### config.mk
export PLATFORM = sky130hd
export DESIGN_NAME = cpu_core
export DESIGN_NICKNAME = d
export VERILOG_FILES = /design/src/cpu_pkg.sv /design/src/fetch_stage.sv /design/src/decode_stage.sv /design/src/hazard_unit.sv /design/src/execute_stage.sv /design/src/memory_stage.sv /design/src/cpu_core.sv
export SDC_FILE = /design/constraint.sdc
export NUM_CORES = 2
export LEC_CHECK = 0
export BUFFER_PORTS_ARGS = -buffer_cell sky130_fd_sc_hd__buf_2
export CAP_MARGIN = 20
export CELL_PAD_IN_SITES_DETAIL_PLACEMENT = 0
export CELL_PAD_IN_SITES_GLOBAL_PLACEMENT = 1
export CORE_MARGIN = 1
export CORE_UTILIZATION = 56
export CTS_CLUSTER_SIZE = 30
export DETAILED_ROUTE_END_ITERATION = 12
export PLACE_DENSITY_LB_ADDON = 0.1
export SLEW_MARGIN = 20
export SYNTH_ARGS = -nofsm -noshare
export SYNTH_HDL_FRONTEND = slang
export SYNTH_MEMORY_MAX_BITS = 65536
export SYNTH_SLANG_ARGS = --single-unit
### constraint.sdc
create_clock -name clk -period 19.8 [get_ports clk]
set_clock_uncertainty 0.15 [all_clocks]
set_input_delay 3.96 -clock clk [delete_from_list [all_inputs] [get_ports clk]]
set_output_delay 3.96 -clock clk [all_outputs]
set_load 0.02 [all_outputs]
### src/cpu_pkg.sv
`default_nettype none

package cpu_pkg;

  ////////////////////////////////////////////////////////////
  // Widths and sizes
  ////////////////////////////////////////////////////////////
  typedef logic [15:0] word_t;    // Data word
  typedef logic [15:0] addr_t;    // Word address, imem and dmem alike
  typedef logic [3:0]  reg_id_t;  // Register number

  localparam int    DMEM_DEPTH = 256;                 // Data memory words
  localparam int    DMEM_AW    = $clog2(DMEM_DEPTH);  // Index bits taken from the address
  localparam int    REG_COUNT  = 16;                  // r0 reads as zero
  localparam addr_t RESET_PC   = 16'h0000;

  ////////////////////////////////////////////////////////////
  // Instruction encoding
  ////////////////////////////////////////////////////////////
  // Opcode sits in instr[15:12]
  typedef enum logic [3:0] {
    OP_ADD = 4'h0,  // rd[11:8] rs[7:4] rt[3:0], sets Z N V
    OP_SUB = 4'h1,  // Same format as ADD
    OP_XOR = 4'h2,  // Same format, sets Z only
    OP_LW  = 4'h8,  // rd[11:8] rs[7:4] off[3:0], addr is rs + sext(off)
    OP_SW  = 4'h9,  // Data register in [11:8], address as LW
    OP_LLB = 4'hA,  // rd[11:8] imm[7:0] sign extended
    OP_B   = 4'hC,  // cond[11:9] off[8:0], target pc + 1 + sext(off)
    OP_BR  = 4'hD,  // cond[11:9] rs[7:4], target is rs
    OP_HLT = 4'hF
  } opcode_t;

  // Branch condition in instr[11:9]
  typedef enum logic [2:0] {
    COND_NE = 3'b000,  // Z clear
    COND_EQ = 3'b001,  // Z set
    COND_GT = 3'b010,  // Z and N clear
    COND_LT = 3'b011,  // N set
    COND_GE = 3'b100,  // Z set or N clear
    COND_LE = 3'b101,  // N or Z set
    COND_OV = 3'b110,  // V set
    COND_AL = 3'b111   // Unconditional
  } cond_t;

  typedef struct packed {
    logic z;
    logic n;
    logic v;
  } flags_t;

  ////////////////////////////////////////////////////////////
  // Control and pipeline registers
  ////////////////////////////////////////////////////////////
  typedef struct packed {
    logic    reg_write;
    logic    mem_en;      // LW or SW
    logic    mem_write;   // SW
    opcode_t alu_op;
    logic    sets_zero;   // Z enable
    logic    sets_nv;     // N and V enable
    logic    halt;
    logic    valid;       // Clear for a bubble
  } ctrl_t;

  typedef struct packed {
    addr_t   pc;
    ctrl_t   ctrl;
    reg_id_t rd;
    reg_id_t rs;
    reg_id_t rt;
    word_t   op_a;
    word_t   op_b;
    word_t   imm;
  } id_ex_t;

  typedef struct packed {
    addr_t   pc;
    ctrl_t   ctrl;
    reg_id_t rd;
    reg_id_t rt;
    word_t   result;   // ALU value or memory address
    word_t   st_data;
  } ex_mem_t;

  typedef struct packed {
    addr_t   pc;
    ctrl_t   ctrl;
    reg_id_t rd;
    word_t   wdata;     // Zero unless reg_write
    addr_t   mem_addr;  // Zero unless a store
    word_t   mem_data;
  } mem_wb_t;

  typedef struct packed {
    logic    valid;
    addr_t   pc;
    logic    reg_write;
    reg_id_t rd;
    word_t   data;
    logic    mem_write;
    addr_t   mem_addr;
    word_t   mem_data;
    logic    halt;
  } retire_t;

endpackage

`default_nettype wire

### src/fetch_stage.sv
`timescale 1ns/1ps
`default_nettype none

module fetch_stage import cpu_pkg::*; (
  input  wire        clk,
  input  wire        rst,
  input  wire        pc_stall,       // Hold the PC
  input  wire        if_id_stall,    // Hold IF/ID
  input  wire        if_flush,       // Drop the fetched instruction
  input  wire        branch_taken,
  input  wire addr_t branch_target,
  input  wire        halt_seen,      // HLT in decode
  output addr_t      imem_addr,
  input  wire word_t imem_data,      // Combinational return
  output addr_t      if_id_pc,
  output word_t      if_id_instr,
  output logic       if_id_valid
);

  addr_t pc;       // Fetch address
  logic  stopped;  // Set once HLT has left decode

  assign imem_addr = pc;

  // PC and next-PC select
  always_ff @(posedge clk) begin
    if (rst) begin
      pc      <= RESET_PC;
      stopped <= 1'b0;
    end else begin
      if (halt_seen)
        stopped <= 1'b1;
      if (branch_taken)
        pc <= branch_target;  // Predicted not taken, redirect now
      else if (!(pc_stall || halt_seen || stopped))
        pc <= pc + 16'd1;
    end
  end

  // IF/ID valid bit, a bubble after flush or halt
  always_ff @(posedge clk) begin
    if (rst)
      if_id_valid <= 1'b0;
    else if (!if_id_stall)
      if_id_valid <= !(if_flush || halt_seen || stopped);
  end

  always_ff @(posedge clk) begin
    if (!if_id_stall) begin
      if_id_pc    <= pc;
      if_id_instr <= imem_data;
    end
  end

endmodule

`default_nettype wire

### src/decode_stage.sv
`timescale 1ns/1ps
`default_nettype none

module decode_stage import cpu_pkg::*; (
  input  wire          clk,
  input  wire          rst,
  input  wire addr_t   if_id_pc,
  input  wire word_t   if_id_instr,
  input  wire          if_id_valid,
  input  wire          id_flush,       // Bubble into ID/EX
  input  wire          if_id_stall,    // Branches wait while set
  input  wire mem_wb_t wb,             // Register file write port
  input  wire flags_t  flags,          // Flag register in execute
  output reg_id_t      src_rs,         // Zero when not read
  output reg_id_t      src_rt,
  output logic         is_store,
  output logic         is_b,
  output logic         is_br,
  output logic         branch_taken,
  output addr_t        branch_target,
  output logic         halt_seen,
  output id_ex_t       id_ex
);

  word_t   regs [REG_COUNT];  // Entry 0 never written
  opcode_t op;
  cond_t   cond;
  logic    is_alu;     // ADD SUB XOR
  logic    is_load;
  logic    is_llb;
  logic    is_hlt;
  logic    cond_true;
  reg_id_t dst;        // Zero for non-writers
  word_t   rs_val;
  word_t   rt_val;
  word_t   imm;
  ctrl_t   ctrl;

  assign op   = opcode_t'(if_id_instr[15:12]);
  assign cond = cond_t'(if_id_instr[11:9]);

  // Opcode classes, a bubble decodes to none of them
  assign is_alu   = if_id_valid && (op inside {OP_ADD, OP_SUB, OP_XOR});
  assign is_load  = if_id_valid && op == OP_LW;
  assign is_store = if_id_valid && op == OP_SW;
  assign is_llb   = if_id_valid && op == OP_LLB;
  assign is_b     = if_id_valid && op == OP_B;
  assign is_br    = if_id_valid && op == OP_BR;
  assign is_hlt   = if_id_valid && op == OP_HLT;
  assign halt_seen = is_hlt;

  assign src_rs = (is_alu || is_load || is_store || is_br) ? if_id_instr[7:4] : '0;
  assign src_rt = is_alu ? if_id_instr[3:0] : (is_store ? if_id_instr[11:8] : '0);
  assign dst    = (is_alu || is_load || is_llb) ? if_id_instr[11:8] : '0;
  assign imm    = is_llb ? {{8{if_id_instr[7]}}, if_id_instr[7:0]}
                         : {{12{if_id_instr[3]}}, if_id_instr[3:0]};  // LW and SW offset

  ////////////////////////////////////////////////////////////
  // Register file
  ////////////////////////////////////////////////////////////
  always_ff @(posedge clk) begin
    if (wb.ctrl.reg_write && wb.rd != '0)
      regs[wb.rd] <= wb.wdata;
  end

  // Write-first read, writeback value bypasses the array
  always_comb begin
    rs_val = regs[src_rs];
    rt_val = regs[src_rt];
    if (wb.ctrl.reg_write && wb.rd == src_rs)
      rs_val = wb.wdata;
    if (wb.ctrl.reg_write && wb.rd == src_rt)
      rt_val = wb.wdata;
    if (src_rs == '0)
      rs_val = '0;  // r0 is hardwired
    if (src_rt == '0)
      rt_val = '0;
  end

  ////////////////////////////////////////////////////////////
  // Branch resolution
  ////////////////////////////////////////////////////////////
  always_comb begin
    case (cond)
      COND_NE: cond_true = !flags.z;
      COND_EQ: cond_true = flags.z;
      COND_GT: cond_true = !flags.z && !flags.n;
      COND_LT: cond_true = flags.n;
      COND_GE: cond_true = flags.z || !flags.n;
      COND_LE: cond_true = flags.n || flags.z;
      COND_OV: cond_true = flags.v;
      default: cond_true = 1'b1;  // COND_AL
    endcase
  end

  assign branch_taken  = (is_b || is_br) && cond_true && !if_id_stall;
  assign branch_target = is_br ? rs_val
                               : if_id_pc + 16'd1 + {{7{if_id_instr[8]}}, if_id_instr[8:0]};

  // Control word
  always_comb begin
    ctrl           = '0;
    ctrl.valid     = if_id_valid;  // Branches and HLT retire too
    ctrl.alu_op    = op;
    ctrl.reg_write = is_alu || is_load || is_llb;
    ctrl.mem_en    = is_load || is_store;
    ctrl.mem_write = is_store;
    ctrl.sets_zero = is_alu;
    ctrl.sets_nv   = is_alu && op != OP_XOR;
    ctrl.halt      = is_hlt;
  end

  // ID/EX register
  always_ff @(posedge clk) begin
    if (rst) begin
      id_ex.ctrl <= '0;
    end else begin
      id_ex.pc   <= if_id_pc;
      id_ex.ctrl <= id_flush ? ctrl_t'('0) : ctrl;  // Stalled instruction stays in decode
      id_ex.rd   <= dst;
      id_ex.rs   <= src_rs;
      id_ex.rt   <= src_rt;
      id_ex.op_a <= rs_val;
      id_ex.op_b <= rt_val;
      id_ex.imm  <= imm;
    end
  end

endmodule

`default_nettype wire

### src/hazard_unit.sv
`timescale 1ns/1ps
`default_nettype none

module hazard_unit import cpu_pkg::*; (
  input  wire reg_id_t id_ex_rd,
  input  wire reg_id_t ex_mem_rd,
  input  wire reg_id_t src_rs,            // Decode sources
  input  wire reg_id_t src_rt,
  input  wire          id_ex_reg_write,
  input  wire          ex_mem_reg_write,
  input  wire          id_ex_mem_en,
  input  wire          id_ex_mem_write,
  input  wire          is_store,          // SW in decode
  input  wire          is_b,
  input  wire          is_br,
  input  wire          id_ex_sets_zero,
  input  wire          id_ex_sets_nv,
  input  wire          branch_taken,
  output logic         pc_stall,
  output logic         if_id_stall,
  output logic         id_flush,          // Bubble into ID/EX
  output logic         if_flush           // Kill the fetched instruction
);

  logic id_ex_load;  // LW in execute
  logic load_use;
  logic flag_haz;    // Flags not yet written for a branch
  logic br_ex_haz;   // BR source produced in execute
  logic br_mem_haz;  // BR source produced in memory
  logic stall;

  ////////////////////////////////////////////////////////////
  // Hazard terms
  ////////////////////////////////////////////////////////////
  assign id_ex_load = id_ex_mem_en && !id_ex_mem_write;

  // Store data from a load goes through MEM to MEM forwarding instead
  assign load_use = id_ex_load && id_ex_rd != '0 &&
                    (id_ex_rd == src_rs || (id_ex_rd == src_rt && !is_store));

  assign flag_haz = (is_b || is_br) && (id_ex_sets_zero || id_ex_sets_nv);

  // Writeback value reaches decode through the register file bypass
  assign br_ex_haz  = is_br && id_ex_reg_write && id_ex_rd != '0 && id_ex_rd == src_rs;
  assign br_mem_haz = is_br && ex_mem_reg_write && ex_mem_rd != '0 && ex_mem_rd == src_rs;

  assign stall = load_use || flag_haz || br_ex_haz || br_mem_haz;

  // Outputs
  assign pc_stall    = stall;
  assign if_id_stall = stall;
  assign id_flush    = stall;                    // Decode instruction waits, bubble goes on
  assign if_flush    = branch_taken && !stall;   // Not-taken prediction missed

endmodule

`default_nettype wire

### src/execute_stage.sv
`timescale 1ns/1ps
`default_nettype none

module execute_stage import cpu_pkg::*; (
  input  wire          clk,
  input  wire          rst,
  input  wire id_ex_t  id_ex,
  output ex_mem_t      ex_mem,
  input  wire mem_wb_t mem_wb,   // Older forwarding source
  output flags_t       flags     // Read by decode for branches
);

  word_t op_a;
  word_t op_b;
  word_t sum;
  word_t diff;
  word_t result;
  logic  ovf;          // Signed overflow of ADD or SUB
  logic  ex_mem_load;  // Its result is only an address

  assign ex_mem_load = ex_mem.ctrl.mem_en && !ex_mem.ctrl.mem_write;

  ////////////////////////////////////////////////////////////
  // Forwarding
  ////////////////////////////////////////////////////////////
  // Youngest producer wins, r0 never forwarded
  function automatic word_t fwd(reg_id_t id, word_t val);
    if (id == '0)
      return val;
    if (ex_mem.ctrl.reg_write && ex_mem.rd == id && !ex_mem_load)
      return ex_mem.result;
    if (mem_wb.ctrl.reg_write && mem_wb.rd == id)
      return mem_wb.wdata;
    return val;
  endfunction

  always_comb begin
    op_a = fwd(id_ex.rs, id_ex.op_a);
    op_b = fwd(id_ex.rt, id_ex.op_b);  // Store data too
  end

  ////////////////////////////////////////////////////////////
  // ALU
  ////////////////////////////////////////////////////////////
  assign sum  = op_a + op_b;
  assign diff = op_a - op_b;

  always_comb begin
    result = '0;
    ovf    = 1'b0;
    case (id_ex.ctrl.alu_op)
      OP_ADD: begin
        result = sum;
        ovf    = (op_a[15] == op_b[15]) && (sum[15] != op_a[15]);
      end
      OP_SUB: begin
        result = diff;
        ovf    = (op_a[15] != op_b[15]) && (diff[15] != op_a[15]);
      end
      OP_XOR:       result = op_a ^ op_b;
      OP_LLB:       result = id_ex.imm;
      OP_LW, OP_SW: result = op_a + id_ex.imm;  // Word address
      default:      result = '0;                // Branches and HLT
    endcase
  end

  // Flag register, each flag under its own enable
  always_ff @(posedge clk) begin
    if (rst) begin
      flags <= '0;
    end else begin
      if (id_ex.ctrl.sets_zero)
        flags.z <= (result == '0);
      if (id_ex.ctrl.sets_nv) begin
        flags.n <= result[15];
        flags.v <= ovf;
      end
    end
  end

  // EX/MEM register
  always_ff @(posedge clk) begin
    if (rst) begin
      ex_mem.ctrl <= '0;
    end else begin
      ex_mem.pc      <= id_ex.pc;
      ex_mem.ctrl    <= id_ex.ctrl;
      ex_mem.rd      <= id_ex.rd;
      ex_mem.rt      <= id_ex.rt;
      ex_mem.result  <= result;
      ex_mem.st_data <= op_b;
    end
  end

endmodule

`default_nettype wire

### src/memory_stage.sv
`timescale 1ns/1ps
`default_nettype none

module memory_stage import cpu_pkg::*; (
  input  wire          clk,
  input  wire          rst,
  input  wire ex_mem_t ex_mem,
  output mem_wb_t      mem_wb,
  output retire_t      retire,
  output logic         halted   // Sticky until reset
);

  word_t              dmem [DMEM_DEPTH];
  logic [DMEM_AW-1:0] dmem_idx;  // Address wraps on the low bits
  logic               is_load;
  word_t              ld_data;
  word_t              st_data;

  assign dmem_idx = ex_mem.result[DMEM_AW-1:0];
  assign is_load  = ex_mem.ctrl.mem_en && !ex_mem.ctrl.mem_write;
  assign ld_data  = dmem[dmem_idx];  // Asynchronous read

  // A load now in writeback feeds the store right behind it
  assign st_data = (ex_mem.ctrl.mem_write && ex_mem.rt != '0 &&
                    mem_wb.ctrl.reg_write && mem_wb.rd == ex_mem.rt) ? mem_wb.wdata
                                                                      : ex_mem.st_data;

  always_ff @(posedge clk) begin
    if (ex_mem.ctrl.mem_write)
      dmem[dmem_idx] <= st_data;
  end

  ////////////////////////////////////////////////////////////
  // MEM/WB register and halt
  ////////////////////////////////////////////////////////////
  always_ff @(posedge clk) begin
    if (rst) begin
      mem_wb.ctrl <= '0;
      halted      <= 1'b0;
    end else begin
      mem_wb.pc       <= ex_mem.pc;
      mem_wb.ctrl     <= ex_mem.ctrl;
      mem_wb.rd       <= ex_mem.rd;
      mem_wb.wdata    <= is_load ? ld_data : (ex_mem.ctrl.reg_write ? ex_mem.result : '0);
      mem_wb.mem_addr <= ex_mem.ctrl.mem_write ? ex_mem.result : '0;
      mem_wb.mem_data <= ex_mem.ctrl.mem_write ? st_data : '0;
      if (ex_mem.ctrl.halt)
        halted <= 1'b1;  // Same edge HLT enters writeback
    end
  end

  // Retire stream straight from MEM/WB
  always_comb begin
    retire.valid     = mem_wb.ctrl.valid;
    retire.pc        = mem_wb.pc;
    retire.reg_write = mem_wb.ctrl.reg_write;
    retire.rd        = mem_wb.rd;
    retire.data      = mem_wb.wdata;
    retire.mem_write = mem_wb.ctrl.mem_write;
    retire.mem_addr  = mem_wb.mem_addr;
    retire.mem_data  = mem_wb.mem_data;
    retire.halt      = mem_wb.ctrl.halt;
  end

endmodule

`default_nettype wire

### src/cpu_core.sv
`timescale 1ns/1ps
`default_nettype none

module cpu_core import cpu_pkg::*; (
  input  wire        clk,
  input  wire        rst,
  output addr_t      imem_addr,
  input  wire word_t imem_data,
  output retire_t    retire,
  output logic       halted
);

  // IF/ID
  addr_t   if_id_pc;
  word_t   if_id_instr;
  logic    if_id_valid;
  // Stage registers
  id_ex_t  id_ex;
  ex_mem_t ex_mem;
  mem_wb_t mem_wb;   // Also the register file write port
  flags_t  flags;
  // Decode to hazard unit and fetch
  reg_id_t src_rs;
  reg_id_t src_rt;
  logic    is_store;
  logic    is_b;
  logic    is_br;
  logic    branch_taken;
  addr_t   branch_target;
  logic    halt_seen;
  // Hazard controls
  logic    pc_stall;
  logic    if_id_stall;
  logic    id_flush;
  logic    if_flush;

  ////////////////////////////////////////////////////////////
  // Pipeline
  ////////////////////////////////////////////////////////////
  fetch_stage u_fetch (
    .clk, .rst, .pc_stall, .if_id_stall, .if_flush,
    .branch_taken, .branch_target, .halt_seen,
    .imem_addr, .imem_data,
    .if_id_pc, .if_id_instr, .if_id_valid
  );

  decode_stage u_decode (
    .clk, .rst, .if_id_pc, .if_id_instr, .if_id_valid,
    .id_flush, .if_id_stall,
    .wb       (mem_wb),
    .flags,
    .src_rs, .src_rt, .is_store, .is_b, .is_br,
    .branch_taken, .branch_target, .halt_seen,
    .id_ex
  );

  hazard_unit u_hazard (
    .id_ex_rd         (id_ex.rd),
    .ex_mem_rd        (ex_mem.rd),
    .src_rs, .src_rt,
    .id_ex_reg_write  (id_ex.ctrl.reg_write),
    .ex_mem_reg_write (ex_mem.ctrl.reg_write),
    .id_ex_mem_en     (id_ex.ctrl.mem_en),
    .id_ex_mem_write  (id_ex.ctrl.mem_write),
    .is_store, .is_b, .is_br,
    .id_ex_sets_zero  (id_ex.ctrl.sets_zero),
    .id_ex_sets_nv    (id_ex.ctrl.sets_nv),
    .branch_taken,
    .pc_stall, .if_id_stall, .id_flush, .if_flush
  );

  execute_stage u_execute (
    .clk, .rst, .id_ex, .ex_mem, .mem_wb, .flags
  );

  memory_stage u_memory (
    .clk, .rst, .ex_mem, .mem_wb, .retire, .halted
  );

endmodule

`default_nettype wire

# Word level (Yosys, flattened, before mapping)
# Memories as Yosys holds them, arrays and structs flattened. A register that Yosys moved wholly into a read port is not among the register bits.
# Index checks and enable logic that the tools add are counted.
dict set report totals {
  mem_bits_rw 4352
  regBits 258
  memories 2
}
# memory words width rd rd_ports_with_merged_regs wr line_no
set memory_table {}
lappend memory_table {u_memory.dmem 256 16 1 1 1 memory_stage.sv:13} ;# word_t dmem [DMEM_DEPTH];
lappend memory_table {u_decode.regs 16 16 2 1 1 decode_stage.sv:25} ;# word_t regs [REG_COUNT];
dict set report op_classes {
  addsub 6
  n_reduce_logical 78
  muxes 44
  eq_ne 34
  bitwise_logic 1
}
# cell count
set ops {}
lappend ops {{16-bit 2-to-1 mux} 21}
lappend ops {{16-bit one-hot mux with 5 select lines} 1}
lappend ops {{16-bit adder} 3}
lappend ops {{1-bit logical AND} 37}
lappend ops {{4-bit equality test} 9}
lappend ops {{4-bit equality test (second input constant)} 9}
lappend ops {{16-bit by 1-bit adder with 16-bit output (second input constant)} 2}
lappend ops {{4-bit zero test} 6}
lappend ops {{1-bit logical OR} 17}
lappend ops {{16-bit zero test} 1}
lappend ops {{1-bit 2-to-1 mux} 16}
lappend ops {{4-bit nonzero test} 4}
lappend ops {{16-bit subtractor} 1}
lappend ops {{16-bit bitwise XOR} 1}
lappend ops {{4-bit 2-to-1 mux} 3}
lappend ops {{3-bit equality test (second input constant)} 3}
lappend ops {{1-bit zero test} 9}
lappend ops {{4-bit by 1-bit equality test with 1-bit output (second input constant)} 2}
lappend ops {{4-bit by 2-bit equality test with 1-bit output (second input constant)} 2}
lappend ops {{8-bit 2-to-1 mux} 1}
lappend ops {{1-bit one-hot mux with 7 select lines} 1}
lappend ops {{3-bit by 2-bit equality test with 1-bit output (second input constant)} 2}
lappend ops {{4-bit by 2-bit != test with 1-bit output (second input constant)} 1}
lappend ops {{2-bit OR reduction} 2}
lappend ops {{other kinds (7)} 9}

# Logic depth before layout (Yosys ltp)
dict set report logic_depth {
  word_depth 19
  depth_mapped 21
}

# Cells and area by module
# From an unflattened synthesis, not the netlist that was laid out.
dict set report hier_totals {
  cells_unflattened 9900
  hier_area_um2 185618.0
}
# mod cells_per_inst seq_area_each_um2 n_inst area_per_inst_um2
set modules_own_cells {}
lappend modules_own_cells {memory_stage 7594 125280.2 1 160870.5}
lappend modules_own_cells {decode_stage 1458 9949.5 1 16528.4}
lappend modules_own_cells {execute_stage 664 1961.9 1 6013.3}
lappend modules_own_cells {fetch_stage 154 1321.3 1 1980.6}
lappend modules_own_cells {hazard_unit 30 0.0 1 225.2}

# Worst setup path after synthesis
# Ideal clock, no wire load.
dict set report synth_path {
  kind {register -> register}
  from {reg u_memory.mem_wb[48] (netlist name)}
  to {mem u_memory.dmem[0][14] (netlist name) (data pin)}
  setup_slack_ns 5.486
  path_stages_with_launch 8
  setup_ns 2.197
  required_ns 17.453
  arrival_ns 11.967
  path_cell_list {edfxtp_1 buf_1 xnor2_1 nand3_1 or4_1 clkbuf_1 clkbuf_1 o21ai_0}
}
dict set report synth_via {
  elab_chain_cells 3
}
# element line_no
set synth_lines {}
lappend synth_lines {{4-bit equality test} memory_stage.sv:25} ;# mem_wb.ctrl.reg_write && mem_wb.rd == ex_mem.rt) ? mem_wb.wdata
lappend synth_lines {{1-bit logical AND} memory_stage.sv:25}
lappend synth_lines {{16-bit 2-to-1 mux} memory_stage.sv:25}
lappend synth_lines {{net u_memory.st_data[14]} memory_stage.sv:17} ;# word_t st_data;
lappend synth_lines {{end: declaration} memory_stage.sv:13}
# The timed path passes the listed nets, and every way through them passes these cells.

==> flow_metrics.tcl <==
set metrics [dict create \
    layout_setup_ws_ns 12.95 \
    cts_tree "done" \
    syn_inst 8675 \
    worstMarginPinSlew_ns 1.218 \
    ys_seq_area_frac 0.7522 \
    die_y_um 575.2 \
    wl_um 493300 \
    critPathMaxFanout 127 \
    worstHoldPathType "flip-flop to flip-flop" \
    grtUsageTotal 0.2996 \
    hpwl_um 283900 \
    async_flop_share 0 \
    synth_ff_type "edfxtp_1" \
    max_freq_ghz 0.1459 \
    p_sw_frac 0.2482 \
    ys_ff_latch 4626 \
    cts.sinks 4626 \
    maxSlewHeadroom 0.1863 \
    cap_violations 0 \
    cts_buffer_depth 4 \
    io_pins 107 \
    finalHoldViolCount 0 \
    crit_arrival_ns 7.39 \
    grt_overflow_total 0 \
    coreArea_mm2 0.3271 \
    finalSetupViolations 0 \
    worstPathCellList "buf_12, buf_4, buf_4, buf_4, mux4_2, mux4_2, mux4_2, mux2_2, o22ai_1, nor2_1" \
    grt_pass1_vias 92180 \
    cpMaxStageDelayCell "buf_4" \
    peakVddDrop_mv 0.1023 \
    die_w_um 575.2 \
    post-route-min-period_ns 6.854 \
    power.share.clock 0.380 \
    routed_via_density 6.670 \
    cp.required_ns 20.33 \
    wl_per_cell_um 35.32 \
    clock_latency_ns 1.00 \
    cts_buffers 466 \
    timing.setup.tns_ns 0 \
    row_count 210 \
    fillerInstances 21950 \
    drtIter0Drc 10950 \
    cts-root-buf "clkbuf_16" \
    yosys_warnings 0 \
    cts_setup_buffers 0 \
    h-tree-depth 5 \
    p_comb_frac 0.134 \
    initial_core_util 0.5625 \
    vias 93160 \
    p_leak_uw 0.06538 \
    grt_max_degree 226 \
    antenna_left 0 \
    cpPeakStageDelay_ns 0.93 \
    drv_slew 0 \
    sequentialPowerShare 0.486 \
    drc 0 \
    grt_pass1_wl_um 698800 \
    power.switching_uw 5607 \
    syn2layout_area_growth_pct 12.51 \
    place.gp.congestion 0.8866 \
    critical_path_class "flip-flop to flip-flop" \
    status "finished clean" \
    dr.pass1.iters 6 \
    power.density_mw_per_mm2 109.1 \
    antenna_found_initial 24 \
    start_kind "flip-flop" \
    post-place-ws_ns 12.36 \
    cp-end-kind "flip-flop" \
    port_buffers 106 \
    netlist_area_mm2 0.1840 \
    cts.clk_slew.worst_paths_ns 0.06 \
    cts_hold_buf 0 \
    finalCritPeriodShare 0.3462 \
    nets 9277 \
    cts_resized 0 \
    synth-edff-count 4576 \
    synthDistinctLibCells 94 \
    intPower_uw 16980 \
    layout-drive-gt1-share 0.2837 \
    rsz0062_at_grt "no" \
    avgSynthCellArea_um2 21.21 \
    die-area_mm2 0.3309 \
]
cell families after synthesis:
group	Yosys count	synth area share
AO/OA/AOI/OAI	592	0.02319
XOR/XNOR	69	0.003284
adder cells (fa/ha/maj)	68	0.004787
buffers and inverters	594	0.01298
flip-flops	4626	0.7522
multiplexers	1490	0.1728
other	1	0.00002038
AND/OR/NAND/NOR	1235	0.03073
synthesized netlist by cell type (all sizes together) (39+ instances only):
| cell | instances | share of area |
|---|---|---|
| a211oi | 39 | 0.0016 |
| a21oi | 130 | 0.0035 |
| a221oi | 43 | 0.0020 |
| a311oi | 43 | 0.0020 |
| and2 | 52 | 0.0018 |
| buf | 178 | 0.0045 |
| clkbuf | 337 | 0.0069 |
| dfxtp | 50 | 0.0054 |
| edfxtp | 4576 | 0.75 |
| ha | 64 | 0.0044 |
| inv | 77 | 0.0016 |
| mux2 | 58 | 0.0035 |
| mux2i | 88 | 0.0048 |
| mux4 | 1344 | 0.16 |
| nand2 | 381 | 0.0078 |
| nand3 | 166 | 0.0045 |
| nor2 | 400 | 0.0082 |
| o21ai | 55 | 0.0015 |
| o22ai | 50 | 0.0018 |
| xnor2 | 51 | 0.0024 |
per-stage QoR:
step	instance area (um2)	hold WS (ns)	util	total power [uW]	instances
after floorplan	184100	0.2503	-	12980	8690
after global placement	191800	0.2508	0.5864	14190	13060
after detailed placement	191900	0.2545	0.5865	14210	13060
after CTS	206700	0.2623	0.6319	22720	13930
after global routing	207000	0.2722	0.6328	23180	13950
final	207000	0.2644	0.6329	22590	13970
layout make-up:
type                    instances  area [um2]  share of cell area
flip-flops and latches       4626      138400              0.6687
multi-input cells            3470       43760              0.2114
clock buffers                 565       12230             0.05909
well taps                    4346        5438             0.02627
repair buffers                548        4165             0.02012
clock inverters               304        2613             0.01262
inverters                      79       306.5            0.001481
diodes                         29       72.57           0.0003505
layout by cell type (no fill, tap or decap), drive strengths merged, types with 16 or more instances in the layout:
cell / Yosys / final
edfxtp: 4576 / 4576
mux4: 1344 / 1344
clkbuf: 337 / 565
buf: 178 / 548
nor2: 400 / 400
nand2: 381 / 381
clkinv: 2 / 235
nand3: 166 / 166
a21oi: 130 / 130
inv: 77 / 95
mux2i: 88 / 88
ha: 64 / 64
mux2: 58 / 58
o21ai: 55 / 55
and2: 52 / 52
xnor2: 51 / 51
o22ai: 50 / 50
dfxtp: 50 / 50
a221oi: 43 / 43
a311oi: 43 / 43
bufinv: 0 / 40
a211oi: 39 / 39
and3: 37 / 37
nor2b: 35 / 35
o22a: 32 / 32
nor3: 30 / 30
diode: 0 / 29
nand4: 23 / 23
nor4: 22 / 22
nand2b: 21 / 21
or3: 20 / 20
a31oi: 20 / 20
o211ai: 20 / 20
xor2: 18 / 18
a21o: 17 / 17
conb: 1 / 16
o21a: 16 / 16
flip-flops by register name, summed over array words and instances (netlist names), 16 cells and up, named ones only:
signal               cells
u_memory.dmem         4096
u_decode.regs          256
u_decode.id_ex          79
u_memory.mem_wb         72
u_execute.ex_mem        61
u_fetch.if_id_instr     16
u_fetch.if_id_pc        16
u_fetch.imem_addr       16
final timing paths:
check | startpoint | to | slack [ns] | cells past startpoint
max | flip-flop | u_memory.mem_wb[36] | 12.95 | 10
min | u_decode.id_ex[80] | u_execute.ex_mem[60] | 0.26 | 0
max reg2reg | flip-flop | u_memory.mem_wb[36] | 12.95 | 10
min reg2reg | u_decode.id_ex[80] | u_execute.ex_mem[60] | 0.26 | 0
power groups by stage:
stage                     Combinational, uW  Clock [uW]  Sequential, uW
after floorplan                        1860           0           11100
after global placement                 3010           0           11200
after detailed placement               3040           0           11200
after CTS                              3050        8710           11000
after global routing                   3140        9070           11000
final                                  3030        8590           11000
worst max-delay path, delay by kind of cell, from the launching register on:
family / cells / cell delay [ns]
compound gates: 1 / 0.26
buf+inv: 4 / 2.97
flops: 1 / 0.91
mux: 4 / 1.81
simple gates: 1 / 0.08
metal layers:
metal	vias to the layer above	track usage	wire (um)
met3	825	0.05369	44780
met4	10	0.1055	18680
met5	-	0	72
met2	4791	0.4684	234800
li1	37520	-	-
met1	50020	0.4316	195000
(Power assumes the default switching activity.)
